==> src/rtl/muldiv_defs.svh <==
`ifndef MULDIV_DEFS_SVH
`define MULDIV_DEFS_SVH

//////////////////////////////
// data path
//////////////////////////////

`define MD_WIDTH 32 // one HI or LO word

//////////////////////////////
// command op codes
//////////////////////////////

`define MD_OP_BITS 3

`define MD_OP_MULT  3'd0 // signed product into HI/LO
`define MD_OP_MULTU 3'd1
`define MD_OP_DIV   3'd2 // quotient to LO, remainder to HI
`define MD_OP_DIVU  3'd3
`define MD_OP_MTHI  3'd4 // srcA into HI
`define MD_OP_MTLO  3'd5 // srcA into LO
`define MD_OP_MFHI  3'd6 // HI on result
`define MD_OP_MFLO  3'd7 // LO on result

// one restoring step per quotient bit
`define MD_DIV_STEPS `MD_WIDTH

`endif

==> src/rtl/muldiv_pkg.sv <==
package muldiv_pkg;

`include "muldiv_defs.svh"

	// command op, codes shared with the test data
	typedef enum logic [`MD_OP_BITS-1:0] {
		opMult  = `MD_OP_MULT,
		opMultu = `MD_OP_MULTU,
		opDiv   = `MD_OP_DIV,
		opDivu  = `MD_OP_DIVU,
		opMthi  = `MD_OP_MTHI,
		opMtlo  = `MD_OP_MTLO,
		opMfhi  = `MD_OP_MFHI,
		opMflo  = `MD_OP_MFLO
	} mdOp_e;

	// one host command, 67 bits
	typedef struct packed {
		mdOp_e                 op;
		logic [`MD_WIDTH-1:0]  srcA; // dividend / multiplicand / move data
		logic [`MD_WIDTH-1:0]  srcB; // divisor / multiplier
	} mdCmd_t;

	typedef struct packed {
		logic [`MD_WIDTH-1:0]  hi;
		logic [`MD_WIDTH-1:0]  lo;
	} hiLoPair_t;

	// full = product as one word, pair = rem/quot or move halves
	typedef union packed {
		logic [2*`MD_WIDTH-1:0] full;
		hiLoPair_t              pair;
	} hiLoWord_u;

	// which half a HI/LO write touches
	typedef enum logic [1:0] {selFull, selHi, selLo} hiLoSel_e;

endpackage

==> src/rtl/hiLoReg.sv <==
`timescale 1ns/1ps
`include "muldiv_defs.svh"

module hiLoReg import muldiv_pkg::*; (
	input  logic      clk,
	input  logic      reset_i,
	input  logic      we_i,
	input  hiLoSel_e  sel_i,   // full word, HI only, LO only
	input  hiLoWord_u d_i,
	output hiLoWord_u q_o
);

	hiLoWord_u nextQ;

	//////////////////////////////
	// half select
	//////////////////////////////
	always_comb begin
		nextQ = q_o; // untouched half keeps its value
		case (sel_i)
			selHi: nextQ.pair.hi = d_i.pair.hi;    // MTHI
			selLo: nextQ.pair.lo = d_i.pair.lo;    // MTLO
			default: nextQ = d_i;                  // product or rem/quot
		endcase
	end

	// architectural state, cleared on reset
	always_ff @(posedge clk) begin
		if (reset_i)
			q_o <= '0;
		else if (we_i)
			q_o <= nextQ;
	end

endmodule

==> src/rtl/mulDivCtrl.sv <==
`timescale 1ns/1ps
`include "muldiv_defs.svh"

module mulDivCtrl import muldiv_pkg::*; (
	input  logic                 clk,
	input  logic                 reset_i,
	input  logic                 cmdValid_i,
	input  mdCmd_t               cmd_i,
	input  logic                 annul_i,      // flush, kills a divide in flight
	input  logic                 mulDone_i,
	input  hiLoWord_u            mulProduct_i,
	input  logic                 divReady_i,
	input  hiLoWord_u            divResult_i,
	input  hiLoWord_u            hiLoQ_i,
	output logic                 mulStart_o,
	output logic                 mulSigned_o,
	output logic                 divStart_o,
	output logic                 divSigned_o,
	output logic [`MD_WIDTH-1:0] opA_o,
	output logic [`MD_WIDTH-1:0] opB_o,
	output logic                 hiLoWe_o,
	output hiLoSel_e             hiLoSel_o,
	output hiLoWord_u            hiLoD_o,
	output logic                 divAnnul_o,
	output logic                 done_o,
	output logic                 divZero_o,
	output logic [`MD_WIDTH-1:0] result_o
);

	typedef enum logic [1:0] {stIdle, stMulWait, stDivWait, stFinish} ctrlState_e;

	ctrlState_e state;
	mdCmd_t     cmdReg;       // latched on accept
	logic       waitRelease;  // host must drop cmdValid_i before the next accept
	logic       zeroPend;     // divide with zero divisor, no divider run
	logic       accept;
	logic       newIsMul;
	logic       newIsDiv;

	assign accept   = (state == stIdle) && cmdValid_i && !waitRelease;
	assign newIsMul = (cmd_i.op == opMult) || (cmd_i.op == opMultu);
	assign newIsDiv = (cmd_i.op == opDiv) || (cmd_i.op == opDivu);

	// operands straight from the latch, stable while start pulses
	assign opA_o       = cmdReg.srcA;
	assign opB_o       = cmdReg.srcB;
	assign mulSigned_o = (cmdReg.op == opMult);
	assign divSigned_o = (cmdReg.op == opDiv);
	assign divAnnul_o  = annul_i && (state == stDivWait);

	//////////////////////////////
	// FSM
	//////////////////////////////
	always_ff @(posedge clk) begin
		if (reset_i) begin
			state       <= stIdle;
			mulStart_o  <= 1'b0;
			divStart_o  <= 1'b0;
			done_o      <= 1'b0;
			divZero_o   <= 1'b0;
			waitRelease <= 1'b0;
			zeroPend    <= 1'b0;
		end else begin
			mulStart_o <= 1'b0; // pulses by default
			divStart_o <= 1'b0;
			done_o     <= 1'b0;
			divZero_o  <= 1'b0;
			if (!cmdValid_i)
				waitRelease <= 1'b0;
			case (state)
				stIdle: if (accept) begin
					zeroPend <= newIsDiv && (cmd_i.srcB == '0);
					if (newIsMul) begin
						state      <= stMulWait;
						mulStart_o <= 1'b1;
					end else if (newIsDiv && (cmd_i.srcB != '0)) begin
						state      <= stDivWait;
						divStart_o <= 1'b1;
					end else begin
						state <= stFinish; // moves and div by zero
					end
				end
				stMulWait: if (mulDone_i) begin
					done_o      <= 1'b1;
					waitRelease <= 1'b1;
					state       <= stIdle;
				end
				stDivWait: begin
					if (annul_i) begin
						waitRelease <= 1'b1; // aborted, no done
						state       <= stIdle;
					end else if (divReady_i) begin
						done_o      <= 1'b1;
						waitRelease <= 1'b1;
						state       <= stIdle;
					end
				end
				default: begin // stFinish
					done_o      <= 1'b1;
					divZero_o   <= zeroPend;
					waitRelease <= 1'b1;
					state       <= stIdle;
				end
			endcase
		end
	end

	// command latch and move-from result
	always_ff @(posedge clk) begin
		if (accept)
			cmdReg <= cmd_i;
		result_o <= '0; // zero for everything but MFHI/MFLO
		if (state == stFinish) begin
			if (cmdReg.op == opMfhi)
				result_o <= hiLoQ_i.pair.hi;
			else if (cmdReg.op == opMflo)
				result_o <= hiLoQ_i.pair.lo;
		end
	end

	//////////////////////////////
	// HI/LO write routing
	//////////////////////////////
	always_comb begin
		hiLoWe_o          = 1'b0;
		hiLoSel_o         = selFull;
		hiLoD_o.pair.hi   = cmdReg.srcA; // move data on both halves
		hiLoD_o.pair.lo   = cmdReg.srcA;
		case (state)
			stMulWait: begin
				hiLoWe_o = mulDone_i;
				hiLoD_o  = mulProduct_i;
			end
			stDivWait: begin
				hiLoWe_o = divReady_i && !annul_i; // annul wins over a late ready
				hiLoD_o  = divResult_i;
			end
			stFinish: begin
				hiLoWe_o  = (cmdReg.op == opMthi) || (cmdReg.op == opMtlo);
				hiLoSel_o = (cmdReg.op == opMthi) ? selHi : selLo;
			end
			default: ;
		endcase
	end

endmodule

==> src/rtl/mulDivUnit.sv <==
`timescale 1ns/1ps
`include "muldiv_defs.svh"

module mulDivUnit import muldiv_pkg::*; (
	input  logic                 clk,
	input  logic                 reset_i,
	input  logic                 cmdValid_i,
	input  mdCmd_t               cmd_i,
	input  logic                 annul_i,
	output logic                 done_o,
	output logic                 divZero_o,
	output logic [`MD_WIDTH-1:0] result_o
);

	//////////////////////////////
	// internal links
	//////////////////////////////
	logic                 mulStart;
	logic                 mulSigned;
	logic                 mulDone;
	hiLoWord_u            mulProduct;
	logic                 divStart;
	logic                 divSigned;
	logic                 divAnnul;
	logic                 divReady;
	hiLoWord_u            divResult;
	logic [`MD_WIDTH-1:0] opA;
	logic [`MD_WIDTH-1:0] opB;
	logic                 hiLoWe;
	hiLoSel_e             hiLoSel;
	hiLoWord_u            hiLoD;
	hiLoWord_u            hiLoQ;

	mulDivCtrl ctrl (
		.clk(clk), .reset_i(reset_i), .cmdValid_i(cmdValid_i), .cmd_i(cmd_i),
		.annul_i(annul_i), .mulDone_i(mulDone), .mulProduct_i(mulProduct),
		.divReady_i(divReady), .divResult_i(divResult), .hiLoQ_i(hiLoQ),
		.mulStart_o(mulStart), .mulSigned_o(mulSigned), .divStart_o(divStart),
		.divSigned_o(divSigned), .opA_o(opA), .opB_o(opB), .hiLoWe_o(hiLoWe),
		.hiLoSel_o(hiLoSel), .hiLoD_o(hiLoD), .divAnnul_o(divAnnul),
		.done_o(done_o), .divZero_o(divZero_o), .result_o(result_o)
	);

	signedMultiplier mult (
		.clk(clk), .reset_i(reset_i), .start_i(mulStart), .signed_i(mulSigned),
		.a_i(opA), .b_i(opB), .product_o(mulProduct), .done_o(mulDone)
	);

	// opA dividend, opB divisor
	seqDivider div (
		.clk(clk), .reset_i(reset_i), .start_i(divStart), .signed_i(divSigned),
		.annul_i(divAnnul), .dividend_i(opA), .divisor_i(opB),
		.result_o(divResult), .ready_o(divReady)
	);

	hiLoReg hiLo (
		.clk(clk), .reset_i(reset_i), .we_i(hiLoWe), .sel_i(hiLoSel),
		.d_i(hiLoD), .q_o(hiLoQ)
	);

endmodule

==> src/rtl/seqDivider.sv <==
`timescale 1ns/1ps
`include "muldiv_defs.svh"

module seqDivider import muldiv_pkg::*; (
	input  logic                 clk,
	input  logic                 reset_i,
	input  logic                 start_i,
	input  logic                 signed_i,   // DIV vs DIVU
	input  logic                 annul_i,    // back to idle from any step
	input  logic [`MD_WIDTH-1:0] dividend_i,
	input  logic [`MD_WIDTH-1:0] divisor_i,  // never zero, filtered upstream
	output hiLoWord_u            result_o,   // hi = remainder, lo = quotient
	output logic                 ready_o     // one cycle, low while busy
);

	localparam int W       = `MD_WIDTH;
	localparam int CntBits = $clog2(`MD_DIV_STEPS);

	typedef enum logic [1:0] {divIdle, divRun, divFix} divState_e;

	divState_e          state;
	logic [CntBits-1:0] stepCnt;
	logic [W-1:0]       remReg;     // partial remainder
	logic [W-1:0]       quoReg;     // dividend shifting out, quotient shifting in
	logic [W-1:0]       dvsReg;     // divisor magnitude
	logic               negQuo;
	logic               negRem;
	logic [W-1:0]       dividendMag;
	logic [W-1:0]       divisorMag;
	logic [W:0]         shifted;
	logic [W+1:0]       trial;

	assign dividendMag = (signed_i && dividend_i[W-1]) ? -dividend_i : dividend_i;
	assign divisorMag  = (signed_i && divisor_i[W-1]) ? -divisor_i : divisor_i;

	//////////////////////////////
	// one restoring step
	//////////////////////////////
	assign shifted = {remReg, quoReg[W-1]};               // bring down next dividend bit
	assign trial   = {1'b0, shifted} - {2'b00, dvsReg};   // msb set means borrow

	// control state
	always_ff @(posedge clk) begin
		if (reset_i) begin
			state   <= divIdle;
			stepCnt <= '0;
			ready_o <= 1'b0;
		end else begin
			ready_o <= 1'b0;
			if (annul_i) begin
				state <= divIdle; // drop the run, result untouched
			end else begin
				case (state)
					divIdle: if (start_i) begin
						state   <= divRun;
						stepCnt <= '0;
					end
					divRun: begin
						stepCnt <= stepCnt + 1'b1;
						if (stepCnt == CntBits'(`MD_DIV_STEPS - 1))
							state <= divFix;
					end
					default: begin // divFix
						ready_o <= 1'b1;
						state   <= divIdle;
					end
				endcase
			end
		end
	end

	// datapath registers
	always_ff @(posedge clk) begin
		case (state)
			divIdle: if (start_i) begin
				remReg <= '0;
				quoReg <= dividendMag;
				dvsReg <= divisorMag;
				negQuo <= signed_i && (dividend_i[W-1] ^ divisor_i[W-1]);
				negRem <= signed_i && dividend_i[W-1]; // remainder follows dividend
			end
			divRun: begin
				if (!trial[W+1])
					remReg <= trial[W-1:0];   // subtract fits
				else
					remReg <= shifted[W-1:0]; // restore
				quoReg <= {quoReg[W-2:0], ~trial[W+1]};
			end
			default: begin
				//////////////////////////////
				// sign fix, truncation toward zero
				//////////////////////////////
				result_o.pair.lo <= negQuo ? -quoReg : quoReg;
				result_o.pair.hi <= negRem ? -remReg : remReg;
			end
		endcase
	end

endmodule

==> src/rtl/signedMultiplier.sv <==
`timescale 1ns/1ps
`include "muldiv_defs.svh"

module signedMultiplier import muldiv_pkg::*; (
	input  logic                 clk,
	input  logic                 reset_i,
	input  logic                 start_i,
	input  logic                 signed_i,  // MULT vs MULTU
	input  logic [`MD_WIDTH-1:0] a_i,
	input  logic [`MD_WIDTH-1:0] b_i,
	output hiLoWord_u            product_o,
	output logic                 done_o     // one cycle after start
);

	localparam int W = `MD_WIDTH;

	logic [W-1:0]   magA;
	logic [W-1:0]   magB;
	logic [2*W-1:0] magProd;
	logic           negProd;

	//////////////////////////////
	// magnitude correction
	//////////////////////////////
	assign magA    = (signed_i && a_i[W-1]) ? -a_i : a_i; // -2^31 stays 2^31 unsigned
	assign magB    = (signed_i && b_i[W-1]) ? -b_i : b_i;
	assign negProd = signed_i && (a_i[W-1] ^ b_i[W-1]);

	// unsigned W x W, zero extended first
	assign magProd = {{W{1'b0}}, magA} * {{W{1'b0}}, magB};

	// product register, loaded on start only
	always_ff @(posedge clk) begin
		if (start_i)
			product_o.full <= negProd ? -magProd : magProd;
	end

	always_ff @(posedge clk) begin
		if (reset_i)
			done_o <= 1'b0;
		else
			done_o <= start_i; // single stage
	end

endmodule

==> config.mk <==
export PLATFORM = sky130hd
export DESIGN_NAME = mulDivUnit
export DESIGN_NICKNAME = d
export VERILOG_FILES = /design/src/rtl/muldiv_pkg.sv /design/src/rtl/hiLoReg.sv /design/src/rtl/mulDivCtrl.sv /design/src/rtl/mulDivUnit.sv /design/src/rtl/seqDivider.sv /design/src/rtl/signedMultiplier.sv
export VERILOG_INCLUDE_DIRS = /design/src /design/src/rtl
export SDC_FILE = /design/constraint.sdc
export NUM_CORES = 2
export LEC_CHECK = 0
export BUFFER_PORTS_ARGS = -buffer_cell sky130_fd_sc_hd__buf_2
export CORE_ASPECT_RATIO = 1.75
export CORE_UTILIZATION = 25
export DETAILED_ROUTE_END_ITERATION = 6
export GPL_TIMING_DRIVEN = 0
export HOLD_SLACK_MARGIN = 0.03
export PLACE_DENSITY_LB_ADDON = 0.2
export SLEW_MARGIN = 30
export SYNTH_ARGS = -nofsm -noshare
export SYNTH_HDL_FRONTEND = slang
export SYNTH_HIERARCHICAL = 1
export SYNTH_SLANG_ARGS = --single-unit
==> constraint.sdc <==
create_clock -name clk -period 18.45 [get_ports clk]
set_clock_uncertainty 0.1 [all_clocks]
set_input_delay 3.69 -clock clk [delete_from_list [all_inputs] [get_ports clk]]
set_output_delay 3.69 -clock clk [all_outputs]
set_load 0.005 [all_outputs]
==> results.ini <==
[status]
run_status=completed

[grt]
first_global_vias=49220
number_of_antenna_violations_at_the_first_check_in_global_routing=2
grt_util_met3=0.01718
globalRoute.totalOverflow=0
grt_use_total=0.2340
use_met2=0.4578
grt_first_pass_wirelength_um=372100
grt_start_max_net_pins=48
m1_gr_usage=0.2142
grt_most_used_layer=met2

[critical_path]
top_cell_family_by_delay_on_the_critical_path=adder cells
critPathSlowestCell=clkbuf_1
worst_setup_path_end_kind=flip-flop
critical_path_buf_inv_count=7
worst-r2r-cell-count=36
reg2reg_from=ctrl/opA_o[2]
arrival_ns=14.60
crit_path_start_kind=flip-flop
crit_top_cell=fa_1
cp_slowest_stage_delay_ns=0.77
timing_worst_setup_path_type=reg2reg
cp_max_fo=10
required_ns=18.69
crit-reg2reg-capture=mult/product_o[60]
timing.reg2reg.setup_slack_ns=4.09

[sta]
period_share=0.7783
fin_crit_ns=14.36
hold_violations=0
relSlewSlack=0.2227
final.setup.tns_ns=0
slew_violations=0
final_number_of_setup_violating_endpoints=0
tightestPinTransition_ns=1.158
achievable-frequency_mhz=69.64
rsz0062_at_grt=no

[routing]
detailedRoute.firstIterationViolations=2670
drt-wirelength-per-cell_um=28.45
drc_errors=0
final_antenna_net_count=0
vias=45120
drt_wl_total_um=268700
drt_pre_antenna_iters=7
routed_via_density=4.775

[hold_path]
holdPathStages=2
whs_endpoint=hiLo/q_o[41]
worstHoldPathType=reg2reg
start_point_of_the_worst_min_delay_path=hiLo/q_o[41]

[clock_tree]
cts-root-to-sink-buffers=3
cts_tree=yes
clock_insertion_delay_worst_skew_ns=0.61
clk_transition_reported_paths_ns=0.06
cts_resized=0
root_buffer=clkbuf_16
total_clock_buffers_created_by_cts=44
cts_setup_buffers=0
hold_buffers=0
clock-sinks=406
cts_htree_levels=2

[floorplan]
floorplan.die.height_um=631.5
chipWidth_um=361.7
num_io_pins=105
fp.dieArea_um2=228400
rows=230
core_area_um2=224800
start_util=0.2519

[synth]
synth.avg_cell_area_um2=9.152
yosys_register_bits=406
postSynth.asyncResetShare=0
synth_cell_type_count=109
synth_enable_flop_cells=293
synth_cells=6185
synth_top_flop_cell=edfxtp_1
post_synth_instance_area_um2=56610
area_fraction_in_compound_gates_after_synthesis=0.09131
post_synth_simple_gate_area=0.1614
yosysSeqAreaShare=0.1954
synthXorXnorAreaFrac=0.05521
largest_family_of_logic_cells_by_synthesized_area=adder cells
multiplexer_area_fraction_after_synthesis=0.01609
synth_warnings=6
synth.net_count=7462
synth-adder-area-share=0.3855

[placement]
placement.io_buffers=104
detailed_place_hpwl_um=234700
routability_congestion=0.9770

[layout]
post_route_cells_drive_above_1_share=0.08367
post-route-util=0.2844
flow.area_growth_from_synthesis_pct=12.91
final_nets=7673

[job]
max_cap_violations=0

==> worst register-to-register path, delay by kind of cell, from the launching register on <==
family	cells	cell delay (ns)
flops	1	0.47
xor+xnor	2	0.94
compound gates	6	2.10
buf+inv	7	1.68
simple gates	12	3.99
fa+ha+maj	9	4.81
==> placed cells by master, fill, tap and decap left out, types with 137 or more instances in the layout <==
cell type,instances
xnor2_1,188
inv_1,959
clkbuf_1,193
fa_1,897
ha_1,309
nand2b_1,155
o21ai_0,164
nor2_1,785
edfxtp_1,293
buf_2,137
a21oi_1,226
nand2_1,680
==> per-layer routing <==
layer	part of all wire	up-vias
met1	0.32	23190
met5	0	-
met3	0.027	555
met2	0.55	1277
li1	-	20090
met4	0.11	0
==> sequential cells by signal, summed over array words and instances (netlist names), 5 cells and up <==
register / flops
ctrl/opA_o: 32
ctrl/opB_o: 32
ctrl/result_o: 32
div/dvsReg: 32
div/quoReg: 32
div/remReg: 32
div/result_o: 64
div/stepCnt: 5
hiLo/q_o: 64
mult/product_o: 64
==> cells by family (layout without fill, tap and decap cells) <==
| logic type | Yosys count | after routing |
|---|---|---|
| flip-flops | 406 | 406 |
| other | 0 | 2 |
| AND/OR/NAND/NOR | 2017 | 2017 |
| AO/OA/AOI/OAI | 791 | 791 |
| multiplexers | 91 | 91 |
| adder cells (fa/ha/maj) | 1206 | 1206 |
| buffers and inverters | 1318 | 1563 |
| XOR/XNOR | 356 | 356 |
==> worst max-delay path by stage <==
| stage | startpoint | endpoint | slack, ns | cells past startpoint |
|---|---|---|---|---|
| finish | ctrl/opA_o[2] | mult/product_o[60] | 4.09 | 36 |
| global route | ctrl/opA_o[2] | mult/product_o[60] | 3.68 | 36 |
| CTS | ctrl/opA_o[2] | mult/product_o[41] | 4.25 | 36 |
| detailed placement | ctrl/opA_o[2] | mult/product_o[41] | 4.31 | 36 |
| global placement | ctrl/cmdReg[64] | mult/product_o[41] | 2.52 | 32 |
| floorplan | ctrl/opB_o[6] | mult/product_o[60] | 8.12 | 35 |
==> cell usage after synthesis, drive strengths merged, types with 15 or more instances <==
cell,number,share of area
a211oi,21,0.0029
a21boi,15,0.0022
a21o,32,0.0042
a21oi,227,0.020
a22oi,99,0.014
a31oi,27,0.0032
and2,39,0.0043
and3,19,0.0021
buf,123,0.016
clkbuf,233,0.015
dfxtp,113,0.040
edfxtp,293,0.16
fa,897,0.32
ha,309,0.068
inv,962,0.064
mux2i,91,0.016
nand2,681,0.045
nand2b,155,0.017
nand3,31,0.0027
nand4,39,0.0044
nor2,788,0.052
nor2b,40,0.0046
nor3,62,0.0059
nor4,40,0.0055
o211ai,17,0.0023
o21a,18,0.0024
o21ai,183,0.016
o31ai,40,0.0059
o41ai,24,0.0043
or2,21,0.0023
or3,32,0.0035
or4,21,0.0030
xnor2,224,0.035
xor2,132,0.020
==> metrics by stage <==
| stage | setup slack (ns) | std cells | hold slack [ns] | cell area (um^2) |
|---|---|---|---|---|
| 3_3_place_gp | 2.519 | 9305 | 0.3590 | 60900 |
| 2_1_floorplan | 8.125 | 6185 | 0.3484 | 56610 |
| 5_1_grt | 3.684 | 9447 | 0.3889 | 63910 |
| 3_5_place_dp | 4.311 | 9366 | 0.3601 | 62480 |
| 6_report | 4.091 | 9448 | 0.3754 | 63910 |
| 4_1_cts | 4.254 | 9446 | 0.3735 | 63890 |
==> cell type report <==
| cell class | count | area (um^2) |
|---|---|---|
| diodes | 2 | 5.005 |
| plain buffers | 356 | 1837 |
| clock buffers | 59 | 1240 |
| clock inverters | 21 | 170.2 |
| fillers | 24180 | 160800 |
| inverters | 962 | 3618 |
| multi-input cells | 4461 | 40830 |
| flip-flops and latches | 406 | 11060 |
| well taps | 3016 | 3774 |
| repair buffers | 165 | 1379 |
Power is left out: the tool's default activity adds up to more than one toggle a clock period on the data nets, which glitch-free logic cannot reach.
